File: config.mk
export PLATFORM = sky130hd
export DESIGN_NAME = lockstep_top
export DESIGN_NICKNAME = d
export VERILOG_FILES = /design/src/hdl/lockstep_pkg.sv /design/src/hdl/lockstep_top.sv /design/src/hdl/onehot_compare.sv /design/src/hdl/phase_sequencer.sv
export VERILOG_INCLUDE_DIRS = /design/src /design/src/include
export SDC_FILE = /design/constraint.sdc
export NUM_CORES = 1
export LEC_CHECK = 0
export ABC_AREA = 1
export BUFFER_PORTS_ARGS = -buffer_cell sky130_fd_sc_hd__buf_4
export CAP_MARGIN = 15
export CORE_AREA = 3 3 98 53
export DETAILED_ROUTE_END_ITERATION = 10
export DIE_AREA = 0 0 101 56
export PLACE_DENSITY = 0.64
export SKIP_CTS_REPAIR_TIMING = 1
export SYNTH_ARGS = -nofsm -noshare
export SYNTH_HDL_FRONTEND = slang
export SYNTH_SLANG_ARGS = --single-unit
File: constraint.sdc
create_clock -name clk -period 3.5 [get_ports clk]
set_clock_uncertainty 0.1 [all_clocks]
set_input_delay 1.05 -clock clk [delete_from_list [all_inputs] [get_ports clk]]
set_output_delay 1.05 -clock clk [all_outputs]
set_load 0.005 [all_outputs]
File: src/include/lockstep_defs.svh
// phase-word width for the lockstep design, pulled in by the package only
`ifndef LOCKSTEP_DEFS_SVH
`define LOCKSTEP_DEFS_SVH

// number of phases in one sequencer ring
// widening this also widens every phase word and the compare result
`define LOCKSTEP_NUM_STATES 8

`endif

File: src/hdl/lockstep_pkg.sv
// shared widths and types of the lockstep sequencer, compiled ahead of all RTL
package lockstep_pkg;

`include "lockstep_defs.svh"

    // ring length, one bit per phase
    localparam int NUM_STATES = `LOCKSTEP_NUM_STATES;

    // popcount width, holds 0 up to NUM_STATES
    localparam int COUNT_W = $clog2(NUM_STATES) + 1;

    // heap-ordered adder tree, leaves at NUM_STATES..2*NUM_STATES-1
    localparam int TREE_NODES = 2 * NUM_STATES;

    typedef logic [NUM_STATES-1:0] phase_t;

    // reset and clear phase
    localparam phase_t PHASE_ZERO = phase_t'(1);

    // registered comparison of the two copies
    typedef struct packed {
        logic   valid_a;
        logic   valid_b;
        logic   equal;
        phase_t common;
    } cmp_result_t;

    localparam cmp_result_t RESULT_CLEAR = '0;

endpackage

File: src/hdl/lockstep_top.sv
// lockstep pair of phase sequencers on shared commands, checked by the one-hot comparator
module lockstep_top
    import lockstep_pkg::*;
(
    input  logic        clk,
    input  logic        rst_n,
    input  logic        clear,
    input  logic        step,
    input  logic        upset_a,
    input  logic        upset_b,
    input  phase_t      upset_mask_a,
    input  phase_t      upset_mask_b,
    output phase_t      phase_a,
    output phase_t      phase_b,
    output cmp_result_t result,
    output logic        alarm
);

    // copy A
    phase_sequencer seq_a (
        .clk        (clk),
        .rst_n      (rst_n),
        .clear      (clear),
        .step       (step),
        .upset      (upset_a),
        .upset_mask (upset_mask_a),
        .phase      (phase_a)
    );

    // copy B, same commands, its own fault port
    phase_sequencer seq_b (
        .clk        (clk),
        .rst_n      (rst_n),
        .clear      (clear),
        .step       (step),
        .upset      (upset_b),
        .upset_mask (upset_mask_b),
        .phase      (phase_b)
    );

    // result lags the phases by one edge
    onehot_compare cmp (
        .clk     (clk),
        .rst_n   (rst_n),
        .phase_a (phase_a),
        .phase_b (phase_b),
        .result  (result),
        .alarm   (alarm)
    );

endmodule

File: src/hdl/onehot_compare.sv
// checks two phase words for one-hot encoding and agreement, with a sticky alarm
module onehot_compare
    import lockstep_pkg::*;
(
    input  logic        clk,
    input  logic        rst_n,
    input  phase_t      phase_a,
    input  phase_t      phase_b,
    output cmp_result_t result,
    output logic        alarm
);

    phase_t             words [2];
    logic [COUNT_W-1:0] count [2];
    logic [1:0]         word_valid;
    logic               words_equal;
    phase_t             common_bits;
    cmp_result_t        result_d;
    cmp_result_t        result_q;
    logic               result_live;
    logic               fault;
    logic               alarm_q;

    genvar w;
    genvar n;

    // index 0 is copy A, index 1 is copy B
    assign words[0] = phase_a;
    assign words[1] = phase_b;

    // one pairwise adder tree per word
    generate
        for (w = 0; w < 2; w++) begin : g_word
            logic [COUNT_W-1:0] node [1:TREE_NODES-1];

            // leaves are the word's bits
            for (n = 0; n < NUM_STATES; n++) begin : g_leaf
                assign node[NUM_STATES+n] = COUNT_W'(words[w][n]);
            end

            // each inner node sums its two children, node 1 is the total
            for (n = 1; n < NUM_STATES; n++) begin : g_sum
                assign node[n] = node[2*n] + node[2*n+1];
            end

            assign count[w]      = node[1];
            assign word_valid[w] = (count[w] == COUNT_W'(1));
        end
    endgenerate

    // equal means bitwise identical, nothing looser
    assign words_equal = (phase_a == phase_b);
    assign common_bits = phase_a & phase_b;

    always_comb begin
        result_d         = RESULT_CLEAR;
        result_d.valid_a = word_valid[0];
        result_d.valid_b = word_valid[1];
        result_d.equal   = words_equal;
        result_d.common  = common_bits;
    end

    always_ff @(posedge clk) begin
        if (!rst_n) begin
            result_q <= RESULT_CLEAR;
        end else begin
            result_q <= result_d;
        end
    end

    // the cleared result right after reset is not a real comparison
    always_ff @(posedge clk) begin
        if (!rst_n) begin
            result_live <= 1'b0;
        end else begin
            result_live <= 1'b1;
        end
    end

    // divergence or a bad encoding on either copy
    assign fault = !(result_q.equal && result_q.valid_a && result_q.valid_b);

    // sticky until reset
    always_ff @(posedge clk) begin
        if (!rst_n) begin
            alarm_q <= 1'b0;
        end else if (result_live && fault) begin
            alarm_q <= 1'b1;
        end
    end

    assign result = result_q;
    assign alarm  = alarm_q;

endmodule

File: src/hdl/phase_sequencer.sv
// one-hot phase register with clear, step and soft-error injection, one per lockstep copy
module phase_sequencer
    import lockstep_pkg::*;
(
    input  logic   clk,
    input  logic   rst_n,
    input  logic   clear,
    input  logic   step,
    input  logic   upset,
    input  phase_t upset_mask,
    output phase_t phase
);

    phase_t phase_q;
    phase_t rotated;
    phase_t advanced;
    phase_t phase_d;

    // rotate up by one, top bit wraps into bit 0
    assign rotated = {phase_q[NUM_STATES-2:0], phase_q[NUM_STATES-1]};

    // clear wins over step
    always_comb begin
        if (clear) begin
            advanced = PHASE_ZERO;
        end else if (step) begin
            advanced = rotated;
        end else begin
            advanced = phase_q;
        end
    end

    // fault port flips bits on top of the command update,
    // so the stored word may no longer be one-hot
    always_comb begin
        if (upset) begin
            phase_d = advanced ^ upset_mask;
        end else begin
            phase_d = advanced;
        end
    end

    always_ff @(posedge clk) begin
        if (!rst_n) begin
            phase_q <= PHASE_ZERO;
        end else begin
            phase_q <= phase_d;
        end
    end

    assign phase = phase_q;

endmodule

==> summary by stage, run 1 <==
Status
The run finished with clean final reports.

STA
After layout, the worst path uses roughly nine tenths of the clock period. The post-route worst setup slack is 412.1 ps. Setup repair after global routing left no endpoint under its margin. The number of pins with negative max-slew slack in the final report is 0. Setup total negative slack on the finished layout was measured at 0 ps. Headroom to the max-slew limit came out at 76.41%.

For the pin with the worst max-slew slack, the measured transition is 353.8 ps. After layout, the minimum clock period comes to 3088 ps. The highest clock rate is ~320 MHz. The number of hold-slack violations in the final timing report came to 0. The number of endpoints failing setup at the final stage is 0.

Setup path
The worst setup path is launched from a flop. For this design, the slowest cell found on the critical path is sky130_fd_sc_hd__fa_1. The arrival time of the worst setup path is 3210 ps.

The required time of the worst setup path is 3630 ps. Traced cell by cell, the critical path runs through inv_1 > fa_1 > fa_1 > fa_1 > inv_1 > ha_1 > inv_1 > fa_1 > nand3_1 > nor2_1 > nand2_1 > inv_1. The type of the worst setup path is flop to flop. The largest single stage delay on the critical path is approximately 510 ps.

STA classifies the critical path endpoint as a flop. The largest fanout of any net on the critical path is 5.

Yosys
The sequential fraction of the synthesis area is 29.82%. The warning count from the yosys run is 0. The area of the mapped netlist is 1947 um2.

Synthesis instantiated 16 different standard cells from the library. Counting every net in the synthesized netlist gives 321. The biggest area contributor in the post-synthesis netlist is sky130_fd_sc_hd__dfxtp_1. The cell count after synthesis came out at 277. By area the synthesized netlist is led by sky130_fd_sc_hd__dfxtp_1 (30%), sky130_fd_sc_hd__nand2_1 (15%), sky130_fd_sc_hd__inv_1 (10%). The number of register bits inferred by synthesis is 29. The top-area cell type share of the netlist area is 29.82%. After synthesis, the mean cell area works out to 7.028 um2.

Power
The total power is about 0.9 mW. The worst-case IR drop observed on VDD is 130.0 uV. The proportion of power drawn by the clock network is 30.4%. The share of total power in combinational logic is a little over a quarter. The design internal power is approximately 0.6 mW.

Summed over all nets, the switching power comes to 0.2768 mW. The leakage power is 1.409 nW. The areal power density over the cells is 363.3 nW/um2. The switching portion of total power is 31.60%.

Sequential cells burn 42.8% of the power.

Layout
At the end of the flow, the number of nets in the layout was 370. The area growth from synthesis to layout is 23.84%. The library cell used most frequently in the layout, excluding fill and tap cells, is sky130_fd_sc_hd__nand2_1.

Cells with a size suffix above 1 make up roughly a quarter of the layout. Across the whole layout, storage elements account for between 500 and 600 um2. In the layout the commonest cells are sky130_fd_sc_hd__nand2_1 (79), sky130_fd_sc_hd__inv_1 (54), sky130_fd_sc_hd__buf_4 (53). The fill cell instance count of the final layout is between 400 and 500. The multi-input logic area is 1067 um2. The number of diodes is 0. The fraction of the core area covered by cells at the end of the flow is 55.03%.

Clock network
The number of clock buffers added by TritonCTS is 5. The clock latency reported for the late side of the worst-skew pair is approximately 280 ps. The cell at the root of the clock tree is sky130_fd_sc_hd__clkbuf_8. The clock tree from TritonCTS is yes. After clock tree synthesis, the clock-pin slew on the worst setup and hold paths is about 60 ps. The maximum clock insertion buffer count is 2.

The number of sinks handled by clock tree synthesis is 29. The count of H-tree levels built during CTS is 2.

Global routing
The maximum number of pins on one net before global-route repair is 33. The first global-routing pass estimated 7.527 mm of wire. The number of global-route vias before repair came to 1,637. The initial antenna violation count is 0. Global routing consumed, over all layers together, 16.88% of the routing resources. The sum of overflow across all layers after global routing is 0.

Flow run
The count of maximum capacitance violations is 0.

Floorplan
The core area is 4382 um2. For this configuration, the core starts out at a cell density of 44.43%. The floorplan has 17 rows. Pin placement for this block handled 50 I/O pins.

The die extent in x is 101 um. The die covers approximately 5700 um2. The floorplan step set the die height to 56 um.

Route
In the routed design, unresolved DRC markers number 0. The routed wire length per instance is 11.84 um. The routed design has 4.548 mm of wire. The pre-antenna-repair detailed-routing pass consisted of 4 iterations.

The per-cell via count in the routed design is 4.612. The residual antenna-violating net count after detailed routing is 0. The via count is 1,771.

After the first detailed-routing iteration, the DRC count stood at 78.

Hold path
The path category of the worst min-delay check is flop to flop.

Placed design
The global placer's final weighted congestion is 0.8115. The port buffer count is 49. OpenSTA, run right after detailed placement, puts the worst setup slack at 426.4 ps. The wire-length estimate of the detail-placed layout is 3.467 mm.
==> registers in the layout (all words and copies together), names as in the netlist <==
| name | cells |
|---|---|
| seq_b.phase | 8 |
| cmp.result | 11 |
| cmp.alarm | 1 |
| seq_a.phase | 8 |
| cmp.result_live | 1 |
==> power groups by stage <==
| stage | Clock [mW] | Sequential, mW | Combinational [mW] |
|---|---|---|---|
| 6_report | 0.266 | 0.375 | 0.235 |
| 5_1_grt | 0.289 | 0.379 | 0.272 |
| 4_1_cts | 0.275 | 0.375 | 0.238 |
| 3_5_place_dp | 0 | 0.383 | 0.236 |
| 3_3_place_gp | 0 | 0.382 | 0.226 |
| 2_1_floorplan | 0 | 0.379 | 0.154 |
==> synthesized netlist by cell type <==
cell	instances
sky130_fd_sc_hd__nand2_1	79
sky130_fd_sc_hd__inv_6	1
sky130_fd_sc_hd__buf_6	3
sky130_fd_sc_hd__buf_12	1
sky130_fd_sc_hd__inv_1	54
sky130_fd_sc_hd__nand3_2	8
sky130_fd_sc_hd__dfxtp_1	29
sky130_fd_sc_hd__nor2_1	26
sky130_fd_sc_hd__clkbuf_1	1
sky130_fd_sc_hd__nand2_2	16
sky130_fd_sc_hd__nand3_1	14
sky130_fd_sc_hd__ha_1	14
sky130_fd_sc_hd__fa_1	8
sky130_fd_sc_hd__buf_2	6
sky130_fd_sc_hd__nand4_1	2
sky130_fd_sc_hd__a21oi_1	15
==> per-stage QoR <==
stage / area [um2] / std cells / hold slack, ps
2_1_floorplan: 1947 / 277 / 336.7
3_3_place_gp: 2328 / 376 / 344.3
3_5_place_dp: 2328 / 376 / 359.0
4_1_cts: 2411 / 384 / 374.6
5_1_grt: 2411 / 384 / 408.9
6_report: 2411 / 384 / 363.4
==> worst paths after layout <==
check,startpoint,endpoint,slack (ps),cells past startpoint
setup / recovery,seq_a.phase[1],cmp.result[10],410,12
hold / removal,cmp.result_live,cmp.alarm,360,2
setup reg to reg,seq_a.phase[1],cmp.result[10],410,12
hold reg to reg,cmp.result_live,cmp.alarm,360,2
==> worst max-delay path: cells and delay by family (launching register included) <==
| kind | cells | cell delay, ps |
|---|---|---|
| DFF | 1 | 430 |
| and+or+nand+nor | 3 | 240 |
| buffers and inverters | 4 | 260 |
| adders and majority gates | 5 | 2030 |
==> final cells by class <==
type,count,share of cell area (%)
clock buffers,6,3.010
clock inverters,2,0.4152
repair buffers,53,16.50
inverters,55,8.770
multi-input cells,182,44.27
flip-flops and latches,29,24.08
well taps,57,2.958
==> layer usage <==
metal | wire length, um | GRT usage (%) | share of wire [%]
met2 | 2008 | 26.01 | 44
met4 | 37 | 4.924 | 0.81
met5 | 0 | 0 | 0
met3 | 329 | 4.631 | 7.2
met1 | 2173 | 23.01 | 48
==> kinds of logic after synthesis <==
logic type,Yosys count,synth area share (%)
adders and majority gates,22,17.22
buffers and inverters,66,15.36
AOI/OAI and AO/OA,15,3.856
DFF,29,29.82
and+or+nand+nor,145,33.74
(Power assumes the default switching activity.)
==> inputs of run 2 (changes only) <==
--- a/config.mk
+++ b/config.mk
@@ -16,4 +16,5 @@
 export SKIP_CTS_REPAIR_TIMING = 1
 export SYNTH_ARGS = -nofsm -noshare
 export SYNTH_HDL_FRONTEND = slang
+export SYNTH_HIERARCHICAL = 1
 export SYNTH_SLANG_ARGS = --single-unit
==> run 2 against run 1 <==
Sequential share of layout area is essentially flat. Routed wire length shrank 6.1%. Sequential cell count is the same. Combinational power shrank 9.4%. Largest cell class unchanged. Clock power grew 6%. Cell area is essentially flat. Non-clock buffer count shrank 4. Global-route usage shrank 0.24 points. Critical endpoint is now cmp/result[9].
==> summary by stage, run 2 <==
Status
The flow ran to the end, and the final reports show no timing, DRC or antenna violations.

Clock network
In this run the number of H-tree levels came out at 2. The number of clock buffers added by TritonCTS is 5. The clock latency reported for the late side of the worst-skew pair is 280 ps.

The maximum clock insertion buffer count is 2. After clock tree synthesis, the clock-pin slew on the worst setup and hold paths is around 60 ps. TritonCTS built the clock tree. CTS saw 29 sinks. The cell at the root of the clock tree is sky130_fd_sc_hd__clkbuf_8.

STA
The final critical path takes up between 80% and 90% of the cycle. In this run the tightest slew margin relative to its limit is approximately four fifths. Summed over all failing endpoints, the final setup total negative slack is 0 ps. Setup repair after global routing left no endpoint under its margin. The number of hold-slack violations in the final timing report is 0. The worst path in the final design needs a cycle of roughly 2800 ps, including I/O delays and setup. The highest clock rate is 355.6 MHz.

Final hold analysis gives a worst-case slack of 347.3 ps. At the pin with the least slew margin, the transition time is 308.4 ps. Setup violations remaining at the end of the flow were counted as 0.

The number of pins with negative max-slew slack in the final report came to 0.

Yosys
Counting instances in the post-synthesis netlist gives the leading cell types as sky130_fd_sc_hd__nand2_1 (64), sky130_fd_sc_hd__inv_1 (49), sky130_fd_sc_hd__dfxtp_1 (29), sky130_fd_sc_hd__nand2_2 (29), sky130_fd_sc_hd__nand3_1 (22). Of the synthesized area, sequential elements account for between 20% and 30%. The number of register bits inferred by synthesis is 29.

The predominant post-synthesis flop cell is sky130_fd_sc_hd__dfxtp_1. The most repeated cell in the gate-level netlist after synthesis is sky130_fd_sc_hd__nand2_1. The per-instance average area after synthesis is a little over 7 um2. The fraction of registers with async set or reset after synthesis is 0%. The count of unique library cells instantiated by Yosys is 18.

The number of instances in the synthesized netlist is 271. Synthesis produced a netlist with a net count of about 320. The mapped netlist covers 1953 um2. Summed over its instances, the top area cell type makes up 29.72% of the synthesized netlist area. The number of enable flip-flop cells after synthesis is 0. The cell type contributing the most total cell area after synthesis is sky130_fd_sc_hd__dfxtp_1.

By area the synthesized netlist is led by sky130_fd_sc_hd__dfxtp_1 (30%), sky130_fd_sc_hd__nand2_1 (12%), sky130_fd_sc_hd__ha_1 (12%). Yosys printed 6 warnings.

Setup path
The largest fanout of any net on the critical path is 5. The critical path runs through a total of 10 cells. The most critical setup path has its startpoint at seq_b/phase[6].

The worst setup path is captured at a flop. The required time of the worst setup path is 3600 ps. The cell family with the largest share of critical-path delay is adder cells.

The type of the worst setup path is flop to flop. The number of buffers and inverters on the critical path is 2. On the critical path, the stage with the largest delay is an instance of sky130_fd_sc_hd__fa_1. The worst register-to-register path begins at seq_b/phase[6]. STA classifies the critical path startpoint as a flop.

The signal on the critical path passes through ha_1 > fa_1 > inv_1 > fa_1 > inv_1 > ha_1 > fa_1 > nor2_1 > nand2_1 > nor3_1. The critical path capture point is cmp/result[9]. The worst register-to-register path ends at cmp/result[9]. For the worst flop-to-flop path, the logic depth is 10. The cell that appears most often on the critical path is sky130_fd_sc_hd__fa_1. The arrival time of the worst setup path is 2920 ps.

In this design, the stage delay of the slowest critical-path cell is ~530 ps. The setup slack on the worst flop-to-flop path is 690 ps.

Route
The residual antenna-violating net count after detailed routing is 0. The via count is about 1,700. The routed wire length per instance is 11.39 um. For this run, design rule violations remaining after detail routing come to 0. The per-cell via count in the routed design is around 4.6. The violation count after the first detailed-route iteration is 48. The total length of routed wires is between 4 and 5 mm. The first detailed-routing pass ran for 5 iterations.

Global routing
The number of global-route vias before repair was 1,656. The all-layer global routing usage is 16.64%. The global-route wire length before repair is 7.452 mm.

The sum of overflow across all layers after global routing is 0. The initial antenna violation count is 0. Entering global routing, the biggest net connects 30 pins.

Layout
For this run, the post-layout net count is 366. Leaving out fill and tap cells, the most frequent cell in the layout is sky130_fd_sc_hd__nand2_1. Cells with a size suffix above 1 make up 28.30% of the layout. The flip-flop count of the largest register after layout is 11.

0 antenna diodes ended up in the layout. The library cells used most frequently in the layout, excluding fill and tap cells, are sky130_fd_sc_hd__nand2_1 (64), sky130_fd_sc_hd__inv_1 (49), sky130_fd_sc_hd__buf_4 (49). The layout-stage area growth over the synthesis result is 23.38%.

Hold path
In this run the worst hold path is classified as flop to flop.

Placed design
Routability-driven placement finished with a final weighted congestion of between 0.7 and 0.8. The HPWL after detailed placement is about 3.4 mm. During placement, the flow inserted port buffers numbering 49.

Power
For this design the ratio of total power to cell area is around 360 nW/um2. The leakage power is 1.415 nW. The maximum vdd drop is 117.3 uV.

Floorplan
The core region is around 4400 um2. The die is 56 um tall. The die is about 100 um wide. The number of cell rows is 17. The floorplan step defined a die boundary enclosing roughly 5700 um2. The initial utilization of the core area, before any placement, comes to roughly 45%.

The top-level port count is 50.

Flow run
Max-cap violations in this run came to 0.
## run 2: how the worst min path moves through the flow
stage                    startpoint         to  slack [ps]  depth (start not counted)
floorplan           cmp/result_live  cmp/alarm         330                          2
global placement    cmp/result_live  cmp/alarm         340                          2
detailed placement  cmp/result_live  cmp/alarm         340                          2
CTS                 cmp/result_live  cmp/alarm         350                          2
global route        cmp/result_live  cmp/alarm         370                          2
finish              cmp/result_live  cmp/alarm         350                          2
## run 2: layout make-up
cell class,count,area (um2)
Inverter,53,209.0
Multi-Input combinational cell,180,1095
Clock buffer,7,86.33
Timing Repair Buffer,49,367.9
Tap cell,57,71.32
Fill cell,395,1972
Sequential cell,29,580.6
## run 2: worst reg2reg max path, delay by kind of cell, from the launching register on
kind	cells	cell delay [ps]
buf+inv	2	90
fa+ha+maj	5	1930
simple gates	3	260
flops	1	360
## run 2: logic make-up (layout without fill, tap and decap cells)
family          Yosys count  after routing  synth area share, %
compound gates           15             15                4.036
buf+inv                  62            109                14.22
flops                    29             29                29.72
simple gates            139            139                32.29
fa+ha+maj                26             26                19.73
## run 2: per-stage QoR
stage	worst slack (ps)	area, um2	utilization, %	instances	power (mW)
3_3_place_gp	736.3	2323	53.03	368	0.5935
3_5_place_dp	679.7	2323	53.03	368	0.6021
6_report	687.5	2410	55.00	375	0.8744
5_1_grt	545.0	2410	55.00	375	0.9353
4_1_cts	676.6	2410	55.00	375	0.8889
2_1_floorplan	786.4	1953	-	271	0.5191
## run 2: metal layers
| layer | part of all wire (%) | vias up | global-route usage [%] |
|---|---|---|---|
| met3 | 4.7 | 5 | 4.881 |
| met5 | 0 | - | 0 |
| li1 | - | 912 | - |
| met4 | 1.1 | 0 | 5.492 |
| met2 | 44 | 33 | 25.72 |
| met1 | 50 | 770 | 22.15 |
## run 2: report_power, final
group          internal [mW]  total [mW]  switching, mW
Clock                  0.156       0.283          0.128
Sequential             0.352       0.378         0.0261
Combinational          0.101       0.213          0.111
==> inputs of run 3 (changes only) <==
--- a/config.mk
+++ b/config.mk
@@ -12,7 +12,7 @@
 export CORE_AREA = 3 3 98 53
 export DETAILED_ROUTE_END_ITERATION = 10
 export DIE_AREA = 0 0 101 56
-export PLACE_DENSITY = 0.64
+export PLACE_DENSITY = 0.67
 export SKIP_CTS_REPAIR_TIMING = 1
 export SYNTH_ARGS = -nofsm -noshare
 export SYNTH_HDL_FRONTEND = slang
==> constraint.sdc (replaced) <==
create_clock -name clk -period 2.4 [get_ports clk]
set_clock_uncertainty 0.1 [all_clocks]
set_input_delay 0.72 -clock clk [delete_from_list [all_inputs] [get_ports clk]]
set_output_delay 0.72 -clock clk [all_outputs]
set_load 0.005 [all_outputs]
==> run 3 against run 2 <==
The run now ends with negative setup slack left. Fmax up 5.0%. Critical endpoint unchanged. Sequential power rose by 42%. Global-route usage rose by 0.15 points. Critical path type unchanged. Routed wire length is 5.2% higher. Cell area up 8.1%. Clock power increased by 57%. Final cell count grew 4.5%. Combinational power increased by 71%. Via count is 5.8% higher. Power grew 54%. Clock-buffer cell count stayed put.
==> summary by stage, run 3 (synthesized netlist as in run 2, its figures left out) <==
STA
After layout, the worst path uses 111.6% of the clock period. The number of hold-slack violations in the final timing report came to 0. The number of endpoints failing setup at the final stage is 1. Setup repair after global routing could not meet its margin everywhere.

The worst hold-check slack is approximately 350 ps. After layout, the minimum clock period comes to 2678 ps. The remaining max-slew budget at the tightest pin is 78.15%. The highest clock rate is 373.4 MHz. The number of pins with negative max-slew slack in the final report was 0. For the pin with the worst max-slew slack, the measured transition is 327.7 ps. The aggregate negative setup slack is -278.2 ps.

The post-route worst setup slack is -278.2 ps.

Setup path
The worst setup path is launched from a flop. The maximum cell stage delay along the critical path is approximately 550 ps. The most frequent cell on the critical path is sky130_fd_sc_hd__fa_1. The setup path with the least slack is of type flop to flop.

The cell family with the largest share of critical-path delay is adder cells. The number of buffers and inverters on the critical path is 2. The required time of the worst setup path is approximately 2500 ps.

The sort of element at the end of the critical path is a flop. On the critical path, the stage with the largest delay is an instance of sky130_fd_sc_hd__fa_1. Data on the critical path arrives at its endpoint at 2780 ps.

Along the worst path, the maximum fanout reaches 2. The critical path goes through ha_4 > fa_1 > inv_2 > fa_1 > inv_1 > ha_2 > fa_1 > nor2_1 > nand2_1 > nor3_1.

Clock network
In this run the clock root is driven by a sky130_fd_sc_hd__clkbuf_8. The number of sinks handled by clock tree synthesis is 29. The number of clock buffers added by TritonCTS is 5. The clock reaches the later pin of the worst-skew pair after 280 ps. The clock transition at the registers of the reported paths is approximately 60 ps. The count of H-tree levels built during CTS is 2. The clock tree from TritonCTS is yes. The maximum clock insertion buffer count is 2.

Layout
The net count reported at finish is 382. The fraction of the core area covered by cells at the end of the flow is 59.45%. The area growth from synthesis to layout is 33.38%. The repair_antennas step left the layout with diodes totalling 0. The commonest non-fill, non-tap cell in the layout is sky130_fd_sc_hd__buf_4. In the final layout, the share of cells above drive strength 1 is 37.61%. The final non-filler cell area is 2605 um2. In the layout the commonest cells are sky130_fd_sc_hd__buf_4 (65), sky130_fd_sc_hd__nand2_1 (64), sky130_fd_sc_hd__inv_1 (46). The register with the most flip-flops in the layout has 11 of them.

The fill cell instance count of the final layout is about 420. The final standard cell count with taps included and fillers excluded is between 300 and 400.

Floorplan
The total die area is between 5000 and 6000 um2. The effective utilization at floorplan is roughly 45%. The top-level port count is 50. The core area is 4382 um2.

The height of the die is 56 um. Row generation in the floorplan step produced 17 rows. From left edge to right edge, the die measures about 100 um.

Power
The analysis attributes to cell leakage a power of 1.497 nW. The share of total power in combinational logic is 27.1%. The proportion of power drawn by the clock network is 33.1%. In this run, flip-flops and latches consume 39.8% of the power. The internal power of the cells totals 0.9467 mW. The areal power density over the cells is 516.6 nW/um2. In this run switching power makes up 29.65% of total power.

The analysis attributes to net switching a power of 0.3991 mW. The total power is 1.346 mW. The maximum vdd drop is between 200 and 250 uV.

Route
The violation count after the first detailed-route iteration is 42. The routed layout has 1,819 vias. After detailed routing, the number of remaining DRC violations is 0.

The total length of routed wires is 4.494 mm. The number of optimization iterations in the first detailed-route pass is 4. The detail route stage leaves a number of antenna-violating nets equal to 0.

After detailed routing, the number of vias per cell comes to 4.640. Dividing the detail-routed wire length by the instance count gives 11.46 um.

Placed design
The sum of net half-perimeters after detailed placement is 3.495 mm. The global placer's final weighted congestion is 0.7845. The standard cell area after detailed placement is 2491 um2. The pre-CTS setup slack is -303.7 ps. During placement, the flow inserted port buffers numbering just under 50. In this run, placement finished with an instance count of 384.

Status
The flow ran to the end, but the final reports show violations. The final reports fail on negative setup slack.

Flow run
The count of maximum capacitance violations is 0.

Global routing
The number of global-route vias before repair came to 1,676. The all-layer global routing usage is 16.78%. The initial antenna violation count is 0. The total overflow left after global routing is 0. The maximum number of pins on one net before global-route repair is 30. The first global-routing pass estimated 7.569 mm of wire.

Hold path
The worst hold path belongs to the class flop to flop.
-- run 3: tightest hold or removal path, cell delays in order (launching register included) --
cell and delay [ps]:
sky130_fd_sc_hd__dfxtp_1 290, sky130_fd_sc_hd__nand2_1 70, sky130_fd_sc_hd__a21oi_2 50
-- run 3: layer usage --
metal,track usage (%),part of all wire [%],vias to the layer above
met3,4.130,4.4,4
li1,-,-,942
met5,0,0,-
met1,21.61,48,835
met2,27.69,47,38
met4,5.114,0.67,0
-- run 3: worst paths after layout --
| path | start | end | slack (ps) | cells past startpoint |
|---|---|---|---|---|
| setup / recovery | seq_b/phase[2] | cmp/result[9] | -280 | 10 |
| hold / removal | cmp/result_live | cmp/alarm | 350 | 2 |
| setup reg to reg | seq_b/phase[2] | cmp/result[9] | -280 | 10 |
| hold reg to reg | cmp/result_live | cmp/alarm | 350 | 2 |
-- run 3: cell type report --
type | count | area, um2 | area share (%)
tap | 57 | 71.32 | 2.738
clock buffer | 7 | 96.34 | 3.698
sequential | 29 | 593.1 | 22.77
multi-input combinational | 180 | 1142 | 43.85
clock inverter | 1 | 5.005 | 0.1921
inverter | 53 | 209.0 | 8.021
timing repair buffer | 65 | 488.0 | 18.73
-- run 3: power by group through the flow --
stage	Clock [mW]	Combinational (mW)	Sequential (mW)
2_1_floorplan	0	0.207	0.557
3_3_place_gp	0	0.351	0.544
3_5_place_dp	0	0.366	0.546
4_1_cts	0.452	0.365	0.535
5_1_grt	0.485	0.415	0.540
6_report	0.445	0.365	0.536
